[config.mk]
export PLATFORM = sky130hd
export DESIGN_NAME = mem_arb_top
export DESIGN_NICKNAME = d
export VERILOG_FILES = /design/src/design/mem_arb_pkg.sv /design/src/design/arb_xtn_if.sv /design/src/design/agent_ingress.sv /design/src/design/cntrlr_issue.sv /design/src/design/issue_queue.sv /design/src/design/mem_arb_top.sv
export SDC_FILE = /design/constraint.sdc
export NUM_CORES = 2
export LEC_CHECK = 0
export BUFFER_PORTS_ARGS = -buffer_cell sky130_fd_sc_hd__clkbuf_2
export CAP_MARGIN = 20
export CORE_ASPECT_RATIO = 2
export CORE_UTILIZATION = 55
export CTS_CLUSTER_DIAMETER = 100
export DETAILED_ROUTE_END_ITERATION = 10
export PLACE_DENSITY = 0.72
export SETUP_SLACK_MARGIN = 0.05
export SLEW_MARGIN = 20
export SYNTH_ARGS = -nofsm -noshare
export SYNTH_HDL_FRONTEND = slang
export SYNTH_SLANG_ARGS = --single-unit
export TNS_END_PERCENT = 20
[constraint.sdc]
create_clock -name cntrlr_clk -period 9.3 [get_ports cntrlr_clk]
set_input_delay 0.465 -clock cntrlr_clk [delete_from_list [all_inputs] [get_ports cntrlr_clk]]
set_output_delay 0.465 -clock cntrlr_clk [all_outputs]
set_load 0.02 [all_outputs]
[src/design/mem_arb_pkg.sv]
// Widths, counts and queue depths shared by the least-pending memory arbiter.
// Each design module imports it in its header, and the testbench imports it too.

`default_nettype none

package mem_arb_pkg;

  // Requesting agents and the width of an agent index
  localparam int NUM_AGENTS  = 4;
  localparam int AGENT_ID_W  = 2;

  // Memory word and address widths
  localparam int MEM_ADDR_W  = 16;
  localparam int MEM_DATA_W  = 32;

  // Per-agent ingress queue
  localparam int INGR_DEPTH  = 8;
  localparam int INGR_CNT_W  = 4;
  localparam int INGR_PTR_W  = $clog2(INGR_DEPTH);

  // Arbitrated requests waiting for the controller
  localparam int ISSUE_DEPTH = 4;
  localparam int ISSUE_PTR_W = $clog2(ISSUE_DEPTH);
  localparam int ISSUE_CNT_W = $clog2(ISSUE_DEPTH) + 1;

  // Agent IDs of reads still waiting for data
  localparam int RID_DEPTH   = 16;
  localparam int RID_PTR_W   = $clog2(RID_DEPTH);
  localparam int RID_CNT_W   = $clog2(RID_DEPTH) + 1;

endpackage

`default_nettype wire

[src/design/arb_xtn_if.sv]
// One memory request moving between two arbiter stages.
// A request transfers on a rising edge where vld and take are both high.

`timescale 1ns/100ps
`default_nettype none

interface arb_xtn_if
  import mem_arb_pkg::*;
();

  logic                  vld;
  logic                  take;
  logic                  wren;
  logic                  rden;
  logic [MEM_ADDR_W-1:0] addr;
  logic [MEM_DATA_W-1:0] wdata;
  logic [AGENT_ID_W-1:0] agent_id;

  // Producer side
  modport src (output vld, wren, rden, addr, wdata, agent_id, input take);

  // Consumer side
  modport snk (input vld, wren, rden, addr, wdata, agent_id, output take);

endinterface

`default_nettype wire

[src/design/agent_ingress.sv]
// Per-agent request queues and the least-pending arbiter.
// Each cycle the nonempty queue with the fewest entries offers its head on arb_if;
// ties go to the lowest agent index.

`timescale 1ns/100ps
`default_nettype none

module agent_ingress
  import mem_arb_pkg::*;
(
  input  logic                  cntrlr_clk,
  input  logic                  cntrlr_rst_n,
  input  logic [NUM_AGENTS-1:0] agent_wren,
  input  logic [NUM_AGENTS-1:0] agent_rden,
  input  logic [MEM_ADDR_W-1:0] agent_addr  [NUM_AGENTS],
  input  logic [MEM_DATA_W-1:0] agent_wdata [NUM_AGENTS],
  output logic [NUM_AGENTS-1:0] agent_wait,
  arb_xtn_if.src                arb_if
);

  // Queue storage, one circular buffer per agent
  logic                  wren_mem  [NUM_AGENTS][INGR_DEPTH];
  logic                  rden_mem  [NUM_AGENTS][INGR_DEPTH];
  logic [MEM_ADDR_W-1:0] addr_mem  [NUM_AGENTS][INGR_DEPTH];
  logic [MEM_DATA_W-1:0] wdata_mem [NUM_AGENTS][INGR_DEPTH];

  logic [INGR_PTR_W-1:0] wr_ptr [NUM_AGENTS];
  logic [INGR_PTR_W-1:0] rd_ptr [NUM_AGENTS];
  logic [INGR_CNT_W-1:0] cnt    [NUM_AGENTS];

  logic [NUM_AGENTS-1:0] push;
  logic [NUM_AGENTS-1:0] pop;

  logic [AGENT_ID_W-1:0] sel_id;
  logic [INGR_CNT_W-1:0] sel_cnt;
  logic                  any_pend;

  genvar g;

  // Least-pending pick over the registered counts
  always_comb
  begin
    sel_id   = '0;
    sel_cnt  = '1;
    any_pend = 1'b0;
    for (int i = 0; i < NUM_AGENTS; i++)
    begin
      // Strict compare keeps the lower index on a tie
      if ((cnt[i] != '0) && (cnt[i] < sel_cnt))
      begin
        sel_id   = AGENT_ID_W'(i);
        sel_cnt  = cnt[i];
        any_pend = 1'b1;
      end
    end
  end

  always_comb
  begin
    for (int i = 0; i < NUM_AGENTS; i++)
    begin
      agent_wait[i] = (cnt[i] == INGR_CNT_W'(INGR_DEPTH));
      // Strobes seen while the queue is full are dropped
      push[i]       = (agent_wren[i] | agent_rden[i]) & ~agent_wait[i];
      pop[i]        = arb_if.vld & arb_if.take & (sel_id == AGENT_ID_W'(i));
    end
  end

  // Head of the selected queue
  assign arb_if.vld      = any_pend;
  assign arb_if.wren     = wren_mem[sel_id][rd_ptr[sel_id]];
  assign arb_if.rden     = rden_mem[sel_id][rd_ptr[sel_id]];
  assign arb_if.addr     = addr_mem[sel_id][rd_ptr[sel_id]];
  assign arb_if.wdata    = wdata_mem[sel_id][rd_ptr[sel_id]];
  assign arb_if.agent_id = sel_id;

  always_ff @(posedge cntrlr_clk)
  begin
    for (int i = 0; i < NUM_AGENTS; i++)
    begin
      if (push[i])
      begin
        wren_mem[i][wr_ptr[i]]  <= agent_wren[i];
        rden_mem[i][wr_ptr[i]]  <= agent_rden[i];
        addr_mem[i][wr_ptr[i]]  <= agent_addr[i];
        wdata_mem[i][wr_ptr[i]] <= agent_wdata[i];
      end
    end
  end

  always_ff @(posedge cntrlr_clk or negedge cntrlr_rst_n)
  begin
    if (!cntrlr_rst_n)
    begin
      for (int i = 0; i < NUM_AGENTS; i++)
      begin
        wr_ptr[i] <= '0;
        rd_ptr[i] <= '0;
        cnt[i]    <= '0;
      end
    end
    else
    begin
      for (int i = 0; i < NUM_AGENTS; i++)
      begin
        if (push[i])
        begin
          wr_ptr[i] <= wr_ptr[i] + 1'b1;
        end
        if (pop[i])
        begin
          rd_ptr[i] <= rd_ptr[i] + 1'b1;
        end
        // Push and pop together leave the count unchanged
        case ({push[i], pop[i]})
          2'b10:   cnt[i] <= cnt[i] + 1'b1;
          2'b01:   cnt[i] <= cnt[i] - 1'b1;
          default: cnt[i] <= cnt[i];
        endcase
      end
    end
  end

  // Count stays within the depth when no push reaches a full queue
  for (g = 0; g < NUM_AGENTS; g++)
  begin : gen_chk
    a_no_push_full: assert property (
      @(posedge cntrlr_clk) disable iff (!cntrlr_rst_n)
      cnt[g] <= INGR_CNT_W'(INGR_DEPTH));
  end

endmodule

`default_nettype wire

[src/design/cntrlr_issue.sv]
// Presents the head request to the memory controller and routes read data back.
// Agent IDs of accepted reads are queued in issue order; each returned word
// goes to the agent at the head of that queue.

`timescale 1ns/100ps
`default_nettype none

module cntrlr_issue
  import mem_arb_pkg::*;
(
  input  logic                  cntrlr_clk,
  input  logic                  cntrlr_rst_n,
  arb_xtn_if.snk                iss_if,
  input  logic                  cntrlr_rdy,
  output logic                  cntrlr_wren,
  output logic                  cntrlr_rden,
  output logic [MEM_ADDR_W-1:0] cntrlr_addr,
  output logic [MEM_DATA_W-1:0] cntrlr_wdata,
  input  logic                  cntrlr_rd_valid,
  input  logic [MEM_DATA_W-1:0] cntrlr_rdata,
  output logic [NUM_AGENTS-1:0] agent_rd_valid,
  output logic [MEM_DATA_W-1:0] agent_rdata
);

  logic [AGENT_ID_W-1:0] rid_mem [RID_DEPTH];
  logic [RID_PTR_W-1:0]  rid_wr_ptr;
  logic [RID_PTR_W-1:0]  rid_rd_ptr;
  logic [RID_CNT_W-1:0]  rid_cnt;
  logic                  rid_full;
  logic                  rid_empty;
  logic                  rid_push;
  logic                  rid_pop;
  logic [AGENT_ID_W-1:0] rid_head;
  logic                  rd_hold;

  assign rid_full  = (rid_cnt == RID_CNT_W'(RID_DEPTH));
  assign rid_empty = (rid_cnt == '0);

  // A read at the head waits while there is no room to record its ID
  assign rd_hold = iss_if.rden & rid_full;

  assign cntrlr_wren  = iss_if.vld & iss_if.wren & ~rd_hold;
  assign cntrlr_rden  = iss_if.vld & iss_if.rden & ~rd_hold;
  assign cntrlr_addr  = iss_if.addr;
  assign cntrlr_wdata = iss_if.wdata;
  assign iss_if.take  = cntrlr_rdy & ~rd_hold;

  assign rid_push = cntrlr_rden & cntrlr_rdy;
  assign rid_pop  = cntrlr_rd_valid;
  assign rid_head = rid_mem[rid_rd_ptr];

  always_ff @(posedge cntrlr_clk)
  begin
    if (rid_push)
    begin
      rid_mem[rid_wr_ptr] <= iss_if.agent_id;
    end
  end

  always_ff @(posedge cntrlr_clk or negedge cntrlr_rst_n)
  begin
    if (!cntrlr_rst_n)
    begin
      rid_wr_ptr <= '0;
      rid_rd_ptr <= '0;
      rid_cnt    <= '0;
    end
    else
    begin
      if (rid_push)
      begin
        rid_wr_ptr <= rid_wr_ptr + 1'b1;
      end
      if (rid_pop)
      begin
        rid_rd_ptr <= rid_rd_ptr + 1'b1;
      end
      rid_cnt <= rid_cnt + RID_CNT_W'(rid_push) - RID_CNT_W'(rid_pop);
    end
  end

  // Decode the oldest outstanding ID into a one-hot valid
  always_comb
  begin
    for (int i = 0; i < NUM_AGENTS; i++)
    begin
      agent_rd_valid[i] = cntrlr_rd_valid & (rid_head == AGENT_ID_W'(i));
    end
  end

  // Data is shared by all agents, qualified by agent_rd_valid
  assign agent_rdata = cntrlr_rdata;

  // Controller must only return data for reads it has accepted
  a_no_orphan_rdata: assert property (
    @(posedge cntrlr_clk) disable iff (!cntrlr_rst_n)
    cntrlr_rd_valid |-> !rid_empty);

endmodule

`default_nettype wire

[src/design/issue_queue.sv]
// First-word-fall-through queue between the arbiter and the controller side.
// Takes from arb_if while not full and offers its head on iss_if while not empty.

`timescale 1ns/100ps
`default_nettype none

module issue_queue
  import mem_arb_pkg::*;
(
  input  logic    cntrlr_clk,
  input  logic    cntrlr_rst_n,
  arb_xtn_if.snk  arb_if,
  arb_xtn_if.src  iss_if
);

  logic                   wren_mem  [ISSUE_DEPTH];
  logic                   rden_mem  [ISSUE_DEPTH];
  logic [MEM_ADDR_W-1:0]  addr_mem  [ISSUE_DEPTH];
  logic [MEM_DATA_W-1:0]  wdata_mem [ISSUE_DEPTH];
  logic [AGENT_ID_W-1:0]  id_mem    [ISSUE_DEPTH];

  logic [ISSUE_PTR_W-1:0] wr_ptr;
  logic [ISSUE_PTR_W-1:0] rd_ptr;
  logic [ISSUE_CNT_W-1:0] count;
  logic                   full;
  logic                   empty;
  logic                   wr;
  logic                   rd;

  assign full        = (count == ISSUE_CNT_W'(ISSUE_DEPTH));
  assign empty       = (count == '0);
  assign arb_if.take = ~full;
  assign iss_if.vld  = ~empty;
  assign wr          = arb_if.vld & arb_if.take;
  assign rd          = iss_if.vld & iss_if.take;

  always_ff @(posedge cntrlr_clk)
  begin
    if (wr)
    begin
      wren_mem[wr_ptr]  <= arb_if.wren;
      rden_mem[wr_ptr]  <= arb_if.rden;
      addr_mem[wr_ptr]  <= arb_if.addr;
      wdata_mem[wr_ptr] <= arb_if.wdata;
      id_mem[wr_ptr]    <= arb_if.agent_id;
    end
  end

  // Head entry is visible as soon as it is written
  assign iss_if.wren     = wren_mem[rd_ptr];
  assign iss_if.rden     = rden_mem[rd_ptr];
  assign iss_if.addr     = addr_mem[rd_ptr];
  assign iss_if.wdata    = wdata_mem[rd_ptr];
  assign iss_if.agent_id = id_mem[rd_ptr];

  always_ff @(posedge cntrlr_clk or negedge cntrlr_rst_n)
  begin
    if (!cntrlr_rst_n)
    begin
      wr_ptr <= '0;
      rd_ptr <= '0;
      count  <= '0;
    end
    else
    begin
      if (wr)
      begin
        wr_ptr <= wr_ptr + 1'b1;
      end
      if (rd)
      begin
        rd_ptr <= rd_ptr + 1'b1;
      end
      count <= count + ISSUE_CNT_W'(wr) - ISSUE_CNT_W'(rd);
    end
  end

  // Count stays within the depth when no write reaches a full queue
  a_no_wr_full: assert property (
    @(posedge cntrlr_clk) disable iff (!cntrlr_rst_n)
    count <= ISSUE_CNT_W'(ISSUE_DEPTH));

  // A read from an empty queue would wrap the count
  a_no_rd_empty: assert property (
    @(posedge cntrlr_clk) disable iff (!cntrlr_rst_n)
    empty |=> (count <= ISSUE_CNT_W'(1)));

endmodule

`default_nettype wire

[src/design/mem_arb_top.sv]
// Top level of the least-pending memory arbiter.
// Agents on one side, the memory controller on the other, all on cntrlr_clk.

`timescale 1ns/100ps
`default_nettype none

module mem_arb_top
  import mem_arb_pkg::*;
(
  input  logic                  cntrlr_clk,
  input  logic                  cntrlr_rst_n,

  // Agent side
  input  logic [NUM_AGENTS-1:0] agent_wren,
  input  logic [NUM_AGENTS-1:0] agent_rden,
  input  logic [MEM_ADDR_W-1:0] agent_addr  [NUM_AGENTS],
  input  logic [MEM_DATA_W-1:0] agent_wdata [NUM_AGENTS],
  output logic [NUM_AGENTS-1:0] agent_wait,
  output logic [NUM_AGENTS-1:0] agent_rd_valid,
  output logic [MEM_DATA_W-1:0] agent_rdata,

  // Controller side
  input  logic                  cntrlr_rdy,
  output logic                  cntrlr_wren,
  output logic                  cntrlr_rden,
  output logic [MEM_ADDR_W-1:0] cntrlr_addr,
  output logic [MEM_DATA_W-1:0] cntrlr_wdata,
  input  logic                  cntrlr_rd_valid,
  input  logic [MEM_DATA_W-1:0] cntrlr_rdata
);

  // Arbiter to issue queue, then issue queue to controller
  arb_xtn_if arb_if ();
  arb_xtn_if iss_if ();

  agent_ingress u_agent_ingress (
    .cntrlr_clk   (cntrlr_clk),
    .cntrlr_rst_n (cntrlr_rst_n),
    .agent_wren   (agent_wren),
    .agent_rden   (agent_rden),
    .agent_addr   (agent_addr),
    .agent_wdata  (agent_wdata),
    .agent_wait   (agent_wait),
    .arb_if       (arb_if)
  );

  issue_queue u_issue_queue (
    .cntrlr_clk   (cntrlr_clk),
    .cntrlr_rst_n (cntrlr_rst_n),
    .arb_if       (arb_if),
    .iss_if       (iss_if)
  );

  cntrlr_issue u_cntrlr_issue (
    .cntrlr_clk      (cntrlr_clk),
    .cntrlr_rst_n    (cntrlr_rst_n),
    .iss_if          (iss_if),
    .cntrlr_rdy      (cntrlr_rdy),
    .cntrlr_wren     (cntrlr_wren),
    .cntrlr_rden     (cntrlr_rden),
    .cntrlr_addr     (cntrlr_addr),
    .cntrlr_wdata    (cntrlr_wdata),
    .cntrlr_rd_valid (cntrlr_rd_valid),
    .cntrlr_rdata    (cntrlr_rdata),
    .agent_rd_valid  (agent_rd_valid),
    .agent_rdata     (agent_rdata)
  );

endmodule

`default_nettype wire

==> metrics <==
drt first pass iters 9; layout cell share with drive strength beyond 1 0.138; crit path from u_agent_ingress.cnt[13]$_DFFE_PN0P_; Resized Gates After CTS 0; final instance area 87,000 µm²; top cells by area, synth edfxtp_1 72%, nand3_1 5.1%, mux2i_1 3.3%; Setup Crit Path Kind flip-flop to flip-flop; total grt overflow 0; Final Wtd Congestion 0.931; Rows 193; Req. time, crit path 9.83 ns; area grow syn2layout 13.5%; die area 141,000 µm²; total core area 138,000 µm²; Synth top area share 0.721; slowest CP cell o21ai_0; post-synthesis sequential area ratio 0.740; dominant cell type by area after synthesis edfxtp_1; chip height 530 µm; Worst Hold Launch agent_wdata[77]; Initial Utilization 0.554; Num CTS Buffers 159; largest net degree at the start of global routing 197; most frequent cells in the layout 1,840 x edfxtp_1, 773 x nand3_1, 514 x nand2_1; starting DRC count in detailed routing 6,315; Distinct cells, synth 66; clock tree buffer depth 3; routed len/inst 34.1 µm; vias 49,800; post-route ant nets 0; WHS 0.0253 ns; Worst R2R Start u_agent_ingress.cnt[13]$_DFFE_PN0P_; Post-synth EDFFs 1,840; Max Slew Vio Count 0; skew final 0.0336 ns; Hold Path Class input pin to flip-flop; root buffer cell clkbuf_16; GRT Resource Usage Total 0.361; CTS tree built; Post-DP HPWL 156 mm; final WL 254 mm; Max stage delay on crit path 0.59 ns; syn avg cell area 15.0 µm²; cell area after synthesis 76,700 µm²; die width 266 µm; final hold violations 0; via-per-instance ratio 6.68; fin crit share 0.917; clk_lat worst skew 0.81 ns; I/O pin total 326; # port buffers 261; Worst-Margin Slew 1.26 ns; clock transition at the registers of the reported paths 0.07 ns; Slew HR 0.158; FMAX 0.117 GHz; status complete, no violations; Worst setup SP type flip-flop; setup violators final 0; Seq cells post-synth 1,900; first-pass GRT wire length 354 mm; Sink Count 1,900; initial antenna violation count 58; worst-path fanout max 32; yosys warns 0; number of global-route vias before repair 49,000; most common cell after layout, fill and taps aside edfxtp_1; setup_tns 0 ns; DRC errors left 0; Top FF cell, synth edfxtp_1; layout net count 5,718; Min Clock Period, post-route 8.53 ns; cells after synthesis 5,123; DP Area 80,000 µm²; crit path DAT 9.06 ns; RSZ-0062 raised after global routing false; Post-Syn Nets 5,408; Synth async-reset ratio 0.0316; max_cap viols 0; H-tree levels 4; crit end category flip-flop
==> synthesized netlist by cell type, types with 39 or more instances <==
master / count
a211oi_1: 40
a21oi_1: 103
a31oi_1: 137
a32o_1: 39
and3_1: 67
buf_2: 77
buf_4: 50
clkbuf_1: 244
dfrtp_1: 60
edfxtp_1: 1840
ha_1: 44
mux2i_1: 251
mux4_2: 75
nand2_1: 515
nand3_1: 774
nor2_1: 171
nor2b_1: 40
o211ai_1: 76
o21ai_0: 77
o22ai_1: 50
==> final cells by class <==
class | instances | area [µm²]
Antenna cell | 43 | 108
Clock buffer | 190 | 4220
Clock inverter | 100 | 1010
Fill cell | 9853 | 51300
Inverter | 37 | 139
Multi-Input combinational cell | 2784 | 18300
Sequential cell | 1900 | 56800
Tap cell | 1852 | 2320
Timing Repair Buffer | 551 | 4160
==> flip-flops by register name, indices dropped and copies added (netlist names), 8 cells and up <==
register,flops
u_agent_ingress.cnt,16
u_agent_ingress.rd_ptr,12
u_agent_ingress.rden_mem,32
u_cntrlr_issue.rid_mem,32
u_agent_ingress.wdata_mem,1024
u_issue_queue.wdata_mem,128
u_agent_ingress.wr_ptr,12
u_issue_queue.id_mem,8
u_issue_queue.addr_mem,64
u_agent_ingress.addr_mem,512
u_agent_ingress.wren_mem,32
==> layer usage <==
layer / vias up / GRT usage / routed length (µm)
met3: 1032 / 0.0757 / 25000
met4: 24 / 0.349 / 27900
met1: 24800 / 0.378 / 75700
met5: - / 0 / 155
met2: 3524 / 0.601 / 125000
li1: 20400 / - / -
==> through the flow <==
step | utilization | setup WS (ns) | cells
after floorplan | - | 0.847 | 5123
after global placement | 0.578 | 1.04 | 6957
after detailed placement | 0.578 | 0.934 | 6958
after CTS | 0.628 | 0.851 | 7413
after global routing | 0.629 | 0.365 | 7442
final | 0.629 | 0.773 | 7457
==> kinds of logic after synthesis <==
family                   count (synthesis)  share of synthesized area
multiplexers                           336                     0.0563
adder cells (fa/ha/maj)                 49                    0.00849
XOR/XNOR                                48                    0.00548
AND/OR/NAND/NOR                       1651                      0.100
flip-flops                            1900                      0.740
buffers and inverters                  439                     0.0255
AO/OA/AOI/OAI                          700                     0.0641
==> timing repair <==
item	4_1_cts	5_1_grt
buffers inserted	0	0
endpoints found under the hold margin	1333	0
hold buffers	165	0
==> path summary, 6_finish.rpt <==
| kind | to | slack [ns] | cells past startpoint |
|---|---|---|---|
| min in group asynchronous | u_cntrlr_issue.rid_cnt[2]$_DFF_PN0_ | 0.40 | 3 |
| max in group asynchronous | u_agent_ingress.rd_ptr[0]$_DFFE_PN0P_ | 8.19 | 3 |
| setup / recovery | u_issue_queue.addr_mem[0][1]$_DFFE_PP_ | 0.77 | 26 |
| hold reg to reg | u_agent_ingress.rd_ptr[11]$_DFFE_PN0P_ | 0.49 | 1 |
| setup reg to reg | u_issue_queue.addr_mem[0][1]$_DFFE_PP_ | 0.77 | 26 |
| hold / removal | u_agent_ingress.wdata_mem[1][13]$_DFFE_PP_ | 0.03 | 1 |
==> worst max-delay path: cells and delay by family (launching register included) <==
family          cells  cell delay (ns)
compound gates     13             4.36
simple gates        7             1.64
fa+ha+maj           3             0.86
buf+inv             3             0.84
flops               1             0.56
Power is left out: the tool's default activity adds up to more than one toggle a clock period on the data nets, which glitch-free logic cannot reach.
